`config.mk`:
```
export PLATFORM = sky130hd
export DESIGN_NAME = mmem_unit
export DESIGN_NICKNAME = d
export VERILOG_FILES = /design/src/mmem_pkg.sv /design/src/mmem_dpram.sv /design/src/mmem_exec.sv /design/src/mmem_issue.sv /design/src/mmem_unit.sv /design/src/mmem_uop_fifo.sv
export VERILOG_INCLUDE_DIRS = /design/src
export SDC_FILE = /design/constraint.sdc
export NUM_CORES = 2
export LEC_CHECK = 0
export BUFFER_PORTS_ARGS = -buffer_cell sky130_fd_sc_hd__buf_2
export CAP_MARGIN = 0
export CELL_PAD_IN_SITES_DETAIL_PLACEMENT = 2
export CELL_PAD_IN_SITES_GLOBAL_PLACEMENT = 2
export CORE_MARGIN = 1.5
export CORE_UTILIZATION = 45
export CTS_CLUSTER_SIZE = 16
export DETAILED_ROUTE_END_ITERATION = 16
export PLACE_DENSITY = 0.75
export SLEW_MARGIN = 20
export SYNTH_ARGS = -nofsm -noshare
export SYNTH_HDL_FRONTEND = slang
export SYNTH_HIERARCHICAL = 1
export SYNTH_SLANG_ARGS = --single-unit
```
`constraint.sdc`:
```
create_clock -name clk_a -period 17.8 [get_ports clk_a]
set_input_delay 0.89 -clock clk_a [delete_from_list [all_inputs] [get_ports clk_a]]
set_output_delay 0.89 -clock clk_a [all_outputs]
set_load 0.03 [all_outputs]
```
`src/mmem_defines.svh`:
```
// ############################
// Width and depth macros for
// the scratchpad unit.
// ############################

`ifndef MMEM_DEFINES_SVH
`define MMEM_DEFINES_SVH

// Word address, 32 words.
`define MMEM_AW 5

// Data word width.
`define MMEM_DW 32

// External opcode field width.
`define MMEM_OPW 3

// Micro-op slots, also the reset credit count.
`define MMEM_FIFO_DEPTH 4

`endif

```
`src/mmem_pkg.sv`:
```
// ############################
// Opcode and executor state
// enums.
// ############################

`include "mmem_defines.svh"

package mmem_pkg;

   // Codes 6 and 7 are illegal and never reach the FIFO.
   typedef enum logic [`MMEM_OPW-1:0]
   {
      OP_LOAD = 3'd0,  // dst <= imm.
      OP_ADD  = 3'd1,
      OP_SUB  = 3'd2,  // srca - srcb, wraps.
      OP_AND  = 3'd3,
      OP_OR   = 3'd4,
      OP_XOR  = 3'd5
   } mmem_op_e;

   // Executor FSM, three cycles per micro-op.
   typedef enum logic [1:0]
   {
      EX_IDLE  = 2'd0,  // Pop when FIFO not empty.
      EX_READ  = 2'd1,  // Operand addresses on both ports.
      EX_WRITE = 2'd2   // ALU result back through port a.
   } mmem_exec_state_e;

endpackage

```
`src/mmem_dpram.sv`:
```
// ############################
// 32x32 dual-port RAM with
// registered read data.
// ############################

`include "mmem_defines.svh"

module mmem_dpram
(
   input  logic               clk_a,
   input  logic               reset,
   input  logic [`MMEM_AW-1:0] address_a,
   input  logic [`MMEM_DW-1:0] data_a,
   input  logic               wren_a,
   input  logic               rden_a,
   output logic [`MMEM_DW-1:0] q_a,
   input  logic [`MMEM_AW-1:0] address_b,
   input  logic [`MMEM_DW-1:0] data_b,
   input  logic               wren_b,
   input  logic               rden_b,
   output logic [`MMEM_DW-1:0] q_b
);

   localparam int RAM_SIZE = 1 << `MMEM_AW;

   logic [`MMEM_DW-1:0] ram [0:RAM_SIZE-1];

   // Single write per cycle, port a wins.
   always_ff @(posedge clk_a)
   begin
      if (wren_a)
      begin
         ram[address_a] <= data_a;
      end
      else if (wren_b)
      begin
         ram[address_b] <= data_b;
      end
   end

   always_ff @(posedge clk_a)
   begin
      if (reset)
      begin
         q_a <= '0;
      end
      else if (rden_a)
      begin
         q_a <= ram[address_a];  // Old data on a same-port write.
      end
   end

   // Port b shares clk_a.
   always_ff @(posedge clk_a)
   begin
      if (reset)
      begin
         q_b <= '0;
      end
      else if (rden_b)
      begin
         q_b <= ram[address_b];
      end
   end

endmodule

```
`src/mmem_exec.sv`:
```
// ############################
// Executor FSM, ALU and
// write-back.
// ############################

`include "mmem_defines.svh"

module mmem_exec
   import mmem_pkg::*;
(
   input  logic                clk_a,
   input  logic                reset,
   input  logic                empty,
   input  mmem_op_e            head_op,
   input  logic [`MMEM_AW-1:0] head_dst,
   input  logic [`MMEM_AW-1:0] head_srca,
   input  logic [`MMEM_AW-1:0] head_srcb,
   input  logic [`MMEM_DW-1:0] head_imm,
   output logic                pop,
   output logic [`MMEM_AW-1:0] address_a,
   output logic [`MMEM_AW-1:0] address_b,
   output logic [`MMEM_DW-1:0] data_a,
   output logic                wren_a,
   output logic                rden_a,
   output logic                rden_b,
   input  logic [`MMEM_DW-1:0] q_a,
   input  logic [`MMEM_DW-1:0] q_b,
   output logic                result_valid,
   output logic [`MMEM_AW-1:0] result_addr,
   output logic [`MMEM_DW-1:0] result_data
);

   mmem_exec_state_e    state;
   mmem_op_e            op_q;
   logic [`MMEM_AW-1:0] dst_q;
   logic [`MMEM_AW-1:0] srca_q;
   logic [`MMEM_AW-1:0] srcb_q;
   logic [`MMEM_DW-1:0] imm_q;
   logic [`MMEM_DW-1:0] alu;

   assign pop = (state == EX_IDLE) & ~empty;

   // Port a reads srca, then carries the write-back.
   assign rden_a = (state == EX_READ);
   assign rden_b = (state == EX_READ);
   assign wren_a = (state == EX_WRITE);
   assign address_a = (state == EX_WRITE) ? dst_q : srca_q;
   assign address_b = srcb_q;
   assign data_a = alu;

   // Operands are valid in EX_WRITE.
   always_comb
   begin
      case (op_q)
         OP_LOAD: alu = imm_q;
         OP_ADD:  alu = q_a + q_b;
         OP_SUB:  alu = q_a - q_b;  // Wraps mod 2^32.
         OP_AND:  alu = q_a & q_b;
         OP_OR:   alu = q_a | q_b;
         OP_XOR:  alu = q_a ^ q_b;
         default: alu = '0;
      endcase
   end

   always_ff @(posedge clk_a)
   begin
      if (reset)
      begin
         state <= EX_IDLE;
      end
      else
      begin
         case (state)
            EX_IDLE:  state <= pop ? EX_READ : EX_IDLE;
            EX_READ:  state <= EX_WRITE;
            EX_WRITE: state <= EX_IDLE;
            default:  state <= EX_IDLE;
         endcase
      end
   end

   // Micro-op held for the read and write cycles.
   always_ff @(posedge clk_a)
   begin
      if (pop)
      begin
         op_q <= head_op;
         dst_q <= head_dst;
         srca_q <= head_srca;
         srcb_q <= head_srcb;
         imm_q <= head_imm;
      end
   end

   always_ff @(posedge clk_a)
   begin
      if (reset)
      begin
         result_valid <= 1'b0;
      end
      else
      begin
         result_valid <= (state == EX_WRITE);
      end
   end

   always_ff @(posedge clk_a)
   begin
      if (state == EX_WRITE)
      begin
         result_addr <= dst_q;
         result_data <= alu;
      end
   end

endmodule

```
`src/mmem_issue.sv`:
```
// ############################
// Issue stage: decode, credit
// counter, illegal flag.
// ############################

`include "mmem_defines.svh"

module mmem_issue
   import mmem_pkg::*;
(
   input  logic                  clk_a,
   input  logic                  reset,
   input  logic                  instr_valid,
   input  logic [`MMEM_OPW-1:0]  instr_op,
   input  logic [`MMEM_AW-1:0]   instr_dst,
   input  logic [`MMEM_AW-1:0]   instr_srca,
   input  logic [`MMEM_AW-1:0]   instr_srcb,
   input  logic [`MMEM_DW-1:0]   instr_imm,
   output logic                  instr_ready,
   output logic                  push,
   output mmem_op_e              uop_op,
   output logic [`MMEM_AW-1:0]   uop_dst,
   output logic [`MMEM_AW-1:0]   uop_srca,
   output logic [`MMEM_AW-1:0]   uop_srcb,
   output logic [`MMEM_DW-1:0]   uop_imm,
   input  logic                  credit_return,
   output logic                  illegal_op
);

   localparam int CW = $clog2(`MMEM_FIFO_DEPTH + 1);

   logic [CW-1:0] credits;
   logic          op_legal;
   logic          take;

   // Anything above OP_XOR is illegal.
   assign op_legal = (instr_op <= OP_XOR);

   assign instr_ready = (credits != '0);
   assign take = instr_valid & instr_ready;

   // Same-edge push, no staging register.
   assign push = take & op_legal;
   assign uop_op = mmem_op_e'(instr_op);
   assign uop_dst = instr_dst;
   assign uop_srca = instr_srca;
   assign uop_srcb = instr_srcb;
   assign uop_imm = instr_imm;

   // One credit per push, one back per FIFO pop.
   always_ff @(posedge clk_a)
   begin
      if (reset)
      begin
         credits <= CW'(`MMEM_FIFO_DEPTH);
      end
      else
      begin
         credits <= credits - CW'(push) + CW'(credit_return);
      end
   end

   // Dropped instruction, flagged one cycle later.
   always_ff @(posedge clk_a)
   begin
      if (reset)
      begin
         illegal_op <= 1'b0;
      end
      else
      begin
         illegal_op <= take & ~op_legal;
      end
   end

endmodule

```
`src/mmem_unit.sv`:
```
// ############################
// Scratchpad execution unit
// top level.
// ############################

`include "mmem_defines.svh"

module mmem_unit
   import mmem_pkg::*;
(
   input  logic                clk_a,
   input  logic                reset,
   input  logic                instr_valid,
   input  logic [`MMEM_OPW-1:0] instr_op,
   input  logic [`MMEM_AW-1:0] instr_dst,
   input  logic [`MMEM_AW-1:0] instr_srca,
   input  logic [`MMEM_AW-1:0] instr_srcb,
   input  logic [`MMEM_DW-1:0] instr_imm,
   output logic                instr_ready,
   output logic                result_valid,
   output logic [`MMEM_AW-1:0] result_addr,
   output logic [`MMEM_DW-1:0] result_data,
   output logic                illegal_op
);

   logic                push;
   mmem_op_e            uop_op;
   logic [`MMEM_AW-1:0] uop_dst;
   logic [`MMEM_AW-1:0] uop_srca;
   logic [`MMEM_AW-1:0] uop_srcb;
   logic [`MMEM_DW-1:0] uop_imm;
   logic                credit_return;
   logic                pop;
   logic                empty;
   mmem_op_e            head_op;
   logic [`MMEM_AW-1:0] head_dst;
   logic [`MMEM_AW-1:0] head_srca;
   logic [`MMEM_AW-1:0] head_srcb;
   logic [`MMEM_DW-1:0] head_imm;
   logic [`MMEM_AW-1:0] address_a;
   logic [`MMEM_AW-1:0] address_b;
   logic [`MMEM_DW-1:0] data_a;
   logic                wren_a;
   logic                rden_a;
   logic                rden_b;
   logic [`MMEM_DW-1:0] q_a;
   logic [`MMEM_DW-1:0] q_b;

   mmem_issue u_issue (
      .clk_a, .reset, .instr_valid, .instr_op, .instr_dst, .instr_srca,
      .instr_srcb, .instr_imm, .instr_ready, .push, .uop_op, .uop_dst,
      .uop_srca, .uop_srcb, .uop_imm, .credit_return, .illegal_op
   );

   mmem_uop_fifo u_fifo (
      .clk_a, .reset, .push, .uop_op, .uop_dst, .uop_srca, .uop_srcb,
      .uop_imm, .pop, .empty, .head_op, .head_dst, .head_srca,
      .head_srcb, .head_imm, .credit_return
   );

   mmem_exec u_exec (
      .clk_a, .reset, .empty, .head_op, .head_dst, .head_srca, .head_srcb,
      .head_imm, .pop, .address_a, .address_b, .data_a, .wren_a, .rden_a,
      .rden_b, .q_a, .q_b, .result_valid, .result_addr, .result_data
   );

   // Port b is read-only here.
   mmem_dpram u_ram (
      .clk_a, .reset, .address_a, .data_a, .wren_a, .rden_a, .q_a,
      .address_b, .data_b ('0), .wren_b (1'b0), .rden_b, .q_b
   );

endmodule

```
`src/mmem_uop_fifo.sv`:
```
// ############################
// Micro-op FIFO with credit
// return on pop.
// ############################

`include "mmem_defines.svh"

module mmem_uop_fifo
   import mmem_pkg::*;
(
   input  logic                clk_a,
   input  logic                reset,
   input  logic                push,
   input  mmem_op_e            uop_op,
   input  logic [`MMEM_AW-1:0] uop_dst,
   input  logic [`MMEM_AW-1:0] uop_srca,
   input  logic [`MMEM_AW-1:0] uop_srcb,
   input  logic [`MMEM_DW-1:0] uop_imm,
   input  logic                pop,
   output logic                empty,
   output mmem_op_e            head_op,
   output logic [`MMEM_AW-1:0] head_dst,
   output logic [`MMEM_AW-1:0] head_srca,
   output logic [`MMEM_AW-1:0] head_srcb,
   output logic [`MMEM_DW-1:0] head_imm,
   output logic                credit_return
);

   localparam int DEPTH = `MMEM_FIFO_DEPTH;
   localparam int PW = (DEPTH > 1) ? $clog2(DEPTH) : 1;
   localparam int CW = $clog2(DEPTH + 1);

   mmem_op_e            op_mem   [0:DEPTH-1];
   logic [`MMEM_AW-1:0] dst_mem  [0:DEPTH-1];
   logic [`MMEM_AW-1:0] srca_mem [0:DEPTH-1];
   logic [`MMEM_AW-1:0] srcb_mem [0:DEPTH-1];
   logic [`MMEM_DW-1:0] imm_mem  [0:DEPTH-1];

   logic [PW-1:0] wr_ptr;
   logic [PW-1:0] rd_ptr;
   logic [CW-1:0] count;
   logic          do_pop;

   assign empty = (count == '0);
   assign do_pop = pop & ~empty;

   assign head_op = op_mem[rd_ptr];
   assign head_dst = dst_mem[rd_ptr];
   assign head_srca = srca_mem[rd_ptr];
   assign head_srcb = srcb_mem[rd_ptr];
   assign head_imm = imm_mem[rd_ptr];

   // Credits upstream keep this from overflowing.
   always_ff @(posedge clk_a)
   begin
      if (push)
      begin
         op_mem[wr_ptr] <= uop_op;
         dst_mem[wr_ptr] <= uop_dst;
         srca_mem[wr_ptr] <= uop_srca;
         srcb_mem[wr_ptr] <= uop_srcb;
         imm_mem[wr_ptr] <= uop_imm;
      end
   end

   always_ff @(posedge clk_a)
   begin
      if (reset)
      begin
         wr_ptr <= '0;
         rd_ptr <= '0;
         count <= '0;
         credit_return <= 1'b0;
      end
      else
      begin
         if (push)
         begin
            wr_ptr <= (wr_ptr == PW'(DEPTH - 1)) ? '0 : wr_ptr + 1'b1;
         end
         if (do_pop)
         begin
            rd_ptr <= (rd_ptr == PW'(DEPTH - 1)) ? '0 : rd_ptr + 1'b1;
         end
         count <= count + CW'(push) - CW'(do_pop);
         credit_return <= do_pop;  // One slot freed.
      end
   end

endmodule

```
==> flow_summary.json <==
{
  "status": "finished with violations",
  "violations": "max-slew violations",
  "syn2layout_area_growth_pct": 10.5,
  "yosysWarnings": 6,
  "reg2reg_slack_ns": 11.98,
  "grt_pass1_wl_um": 352000,
  "die_w_um": 387,
  "max_clock_freq_mhz": 172,
  "fp.dieArea_um2": 150000,
  "cp_max_fo": 32,
  "p_sw_frac": 0.433,
  "r2r_start": "u_ram/q_b[0]",
  "ctsHtreeMaxLevel": 4,
  "nFillCells": 13400,
  "cts_tree": "built",
  "avgViaCountPerCell": 6.71,
  "crit_cells": 16,
  "initial_utilization": 0.455,
  "clock-root-buffer": "clkbuf_16",
  "seq_power_share": 0.327,
  "synth_cells": 4576,
  "synth_area_leaders": "edfxtp_1 (59%), mux2i_1 (16%), a22oi_1 (6.1%)",
  "intPower_mw": 8.49,
  "drc": 0,
  "ys_seq_area_frac": 0.616,
  "stdcell_count": 6633,
  "numCtsBuffers": 154,
  "yosysTopAreaCellShare": 0.592,
  "core_area_um2": 146000,
  "synth_area_per_cell_um2": 14.5,
  "drtIter0Drc": 4429,
  "fin_crit_ns": 5.82,
  "cts_buffer_depth": 3,
  "synth_cell_types": 89,
  "setup_viol": 0,
  "hp-class": "primary input to register",
  "syn_area_um2": 66500,
  "grtUsageTotal": 0.325,
  "synthTopCellsByCount": "edfxtp_1 (1311), mux2i_1 (1036), a22oi_1 (537), a21oi_1 (320), clkbuf_1 (164)",
  "io_pins": 93,
  "p_per_area_nw_per_um2": 204,
  "setup_slack_ns": 11.98,
  "grt_overflow_total": 0,
  "crit_path_end_kind": "register",
  "gp_congestion": 0.853,
  "fin_skew_ns": 0.0349,
  "crit_type": "register to register",
  "ir_drop_mv": 0.159,
  "post_cts_buffers": 0,
  "cp-start-kind": "register",
  "grt_pass1_vias": 48200,
  "rsz0062_at_grt": "no",
  "grt_max_degree": 129,
  "combPwrFrac": 0.460,
  "r2r-end": "u_ram/ram[6][31]",
  "max_slew.worst_pin.slew_ns": 6.10,
  "wl_um": 250000,
  "drv_cap": 0,
  "num_vias": 44500,
  "first_pass_iters": 5,
  "rows": 140,
  "slowest_delay_ns": 0.68,
  "placed_cells_incl_taps": 6348,
  "clkSinkCount": 1392,
  "diodes": 0,
  "drv_slew": 37,
  "cts_resized": 0,
  "yosysTopAreaCell": "edfxtp_1",
  "r2r_cells": 16,
  "critPathCapture": "u_ram/ram[6][31]",
  "leakagePower_nw": 26.5,
  "p_clk_frac": 0.213,
  "synthArstFlopShare": 0,
  "cts_hold_buf": 0,
  "antenna_found_initial": 3,
  "dpl.hpwl_um": 136000,
  "path_cells": "inv_1 > ha_1 > nand2_1 > or3_1 > nor3_1 > a31oi_1 > xnor2_1 > ha_1 > a21oi_1 > o211ai_1 > a22o_1 > a21o_1 > a41o_1 > xnor2_1 > o21ai_1 > mux2_2",
  "worstPathArrival_ns": 6.32,
  "ys_ff_latch": 1392,
  "startpoint": "u_ram/q_b[0]",
  "worst_path_max_delay_cell": "mux2_2",
  "max_slew_margin": -3.07,
  "pre_cts_slack_ns": 12.21,
  "ys.flop_type": "edfxtp_1",
  "yosysMostFrequentCell": "edfxtp_1",
  "clock_latency_ns": 0.79,
  "wl_per_cell_um": 37.6,
  "path_clk_slew_ns": 0.06,
  "cpLargestDelayFamily": "compound AO/OA/AOI/OAI gates",
  "crit_required_ns": 18.31,
  "synth_edf_count": 1311,
  "tns_ns": 0,
  "finalHoldViolCount": 0,
  "netSwitchingPower_mw": 6.49,
  "drive_above_1_share": 0.127,
  "postRouteAntennaNets": 0,
  "period_share": 0.327,
  "nets": 4749,
  "die_h_um": 387,
  "cp_num_buf_inv": 1,
  "io_buffer_count": 92
}
[per-stage QoR]
step                power (mW)  utilization  hold slack [ns]  area (µm²)
floorplan                 9.10            -            0.420       66600
global placement          11.4        0.468            0.425       68500
detailed placement        11.6        0.468            0.454       68500
CTS                       14.9        0.502            0.261       73500
global route              15.4        0.502            0.288       73500
finish                    15.0        0.502            0.308       73500
[registers in the layout, summed over array words and instances, names as in the netlist, 3 cells and up, named ones only]
name,cells
u_ram/q_a,32
u_fifo/srca_mem,20
u_exec/result_addr,5
u_fifo/count,3
u_ram/q_b,32
u_exec/dst_q,5
u_exec/result_data,32
u_exec/address_b,5
u_fifo/srcb_mem,20
u_fifo/dst_mem,20
u_issue/credits,3
u_fifo/imm_mem,128
u_exec/srca_q,5
u_fifo/op_mem,12
u_exec/op_q,3
u_ram/ram,1024
u_exec/imm_q,32
[power by group through the flow]
stage          logic (mW)  registers (mW)  clock network (mW)
2_1_floorplan        4.27            4.83                   0
3_3_place_gp         6.46            4.92                   0
3_5_place_dp         6.68            4.95                   0
4_1_cts              6.76            4.90                3.22
5_1_grt              7.14            4.93                3.33
6_report             6.89            4.90                3.18
[worst reg2reg max path, delay by kind of cell (launching register included)]
family                     cells  cell delay [ns]
AOI/OAI and AO/OA              7             2.16
and+or+nand+nor                3             1.23
muxes                          1             0.69
adders and majority gates      2             0.59
DFF                            1             0.38
xor gates and xnor gates       2             0.32
buffers and inverters          1             0.13
[per-layer routing]
layer / track usage / vias to the layer above / part of all wire
met5: 0 / - / 0.00010
met4: 0.153 / 4 / 0.050
met3: 0.0513 / 507 / 0.062
met2: 0.532 / 1823 / 0.48
met1: 0.425 / 24100 / 0.41
li1: - / 18100 / -
[cells by family after synthesis]
group           synth area share
compound gates             0.108
xor+xnor                 0.00805
fa+ha+maj                 0.0207
buf+inv                   0.0381
flops                      0.616
mux                        0.179
other cells            0.0000564
simple gates              0.0295
[layout by cell type, fill, tap and decap left out, drive strengths merged, types with 81 or more instances in the layout]
cell type  synthesis  routed
clkbuf           169     208
ha               105     105
buf              204     194
inv               87      93
edfxtp          1311    1311
nor2             164     164
a22oi            537     537
a21oi            322     322
mux2i           1036    1036
dfxtp             81      81
[cell type report]
cell class,count,area [µm²],share of cell area
sequential,1392,41000,0.558
timing repair buffer,194,1320,0.0179
inverter,87,327,0.00444
tap,1917,2400,0.0326
clock buffer,208,4210,0.0573
multi-input combinational,2759,23500,0.320
clock inverter,76,733,0.00998
[worst min path at each step]
| stage | from | endpoint | slack [ns] | cells after the start |
|---|---|---|---|---|
| finish | instr_srca[2] | u_fifo/srca_mem[0][2] | 0.31 | 1 |
| floorplan | u_exec/dst_q[0] | u_exec/result_addr[0] | 0.42 | 0 |
| CTS | instr_srca[3] | u_fifo/srca_mem[0][3] | 0.26 | 1 |
| global placement | u_exec/dst_q[3] | u_exec/result_addr[3] | 0.43 | 0 |
| global route | instr_srca[2] | u_fifo/srca_mem[0][2] | 0.29 | 1 |
| detailed placement | u_exec/dst_q[3] | u_exec/result_addr[3] | 0.45 | 0 |
(Power assumes the default switching activity.)
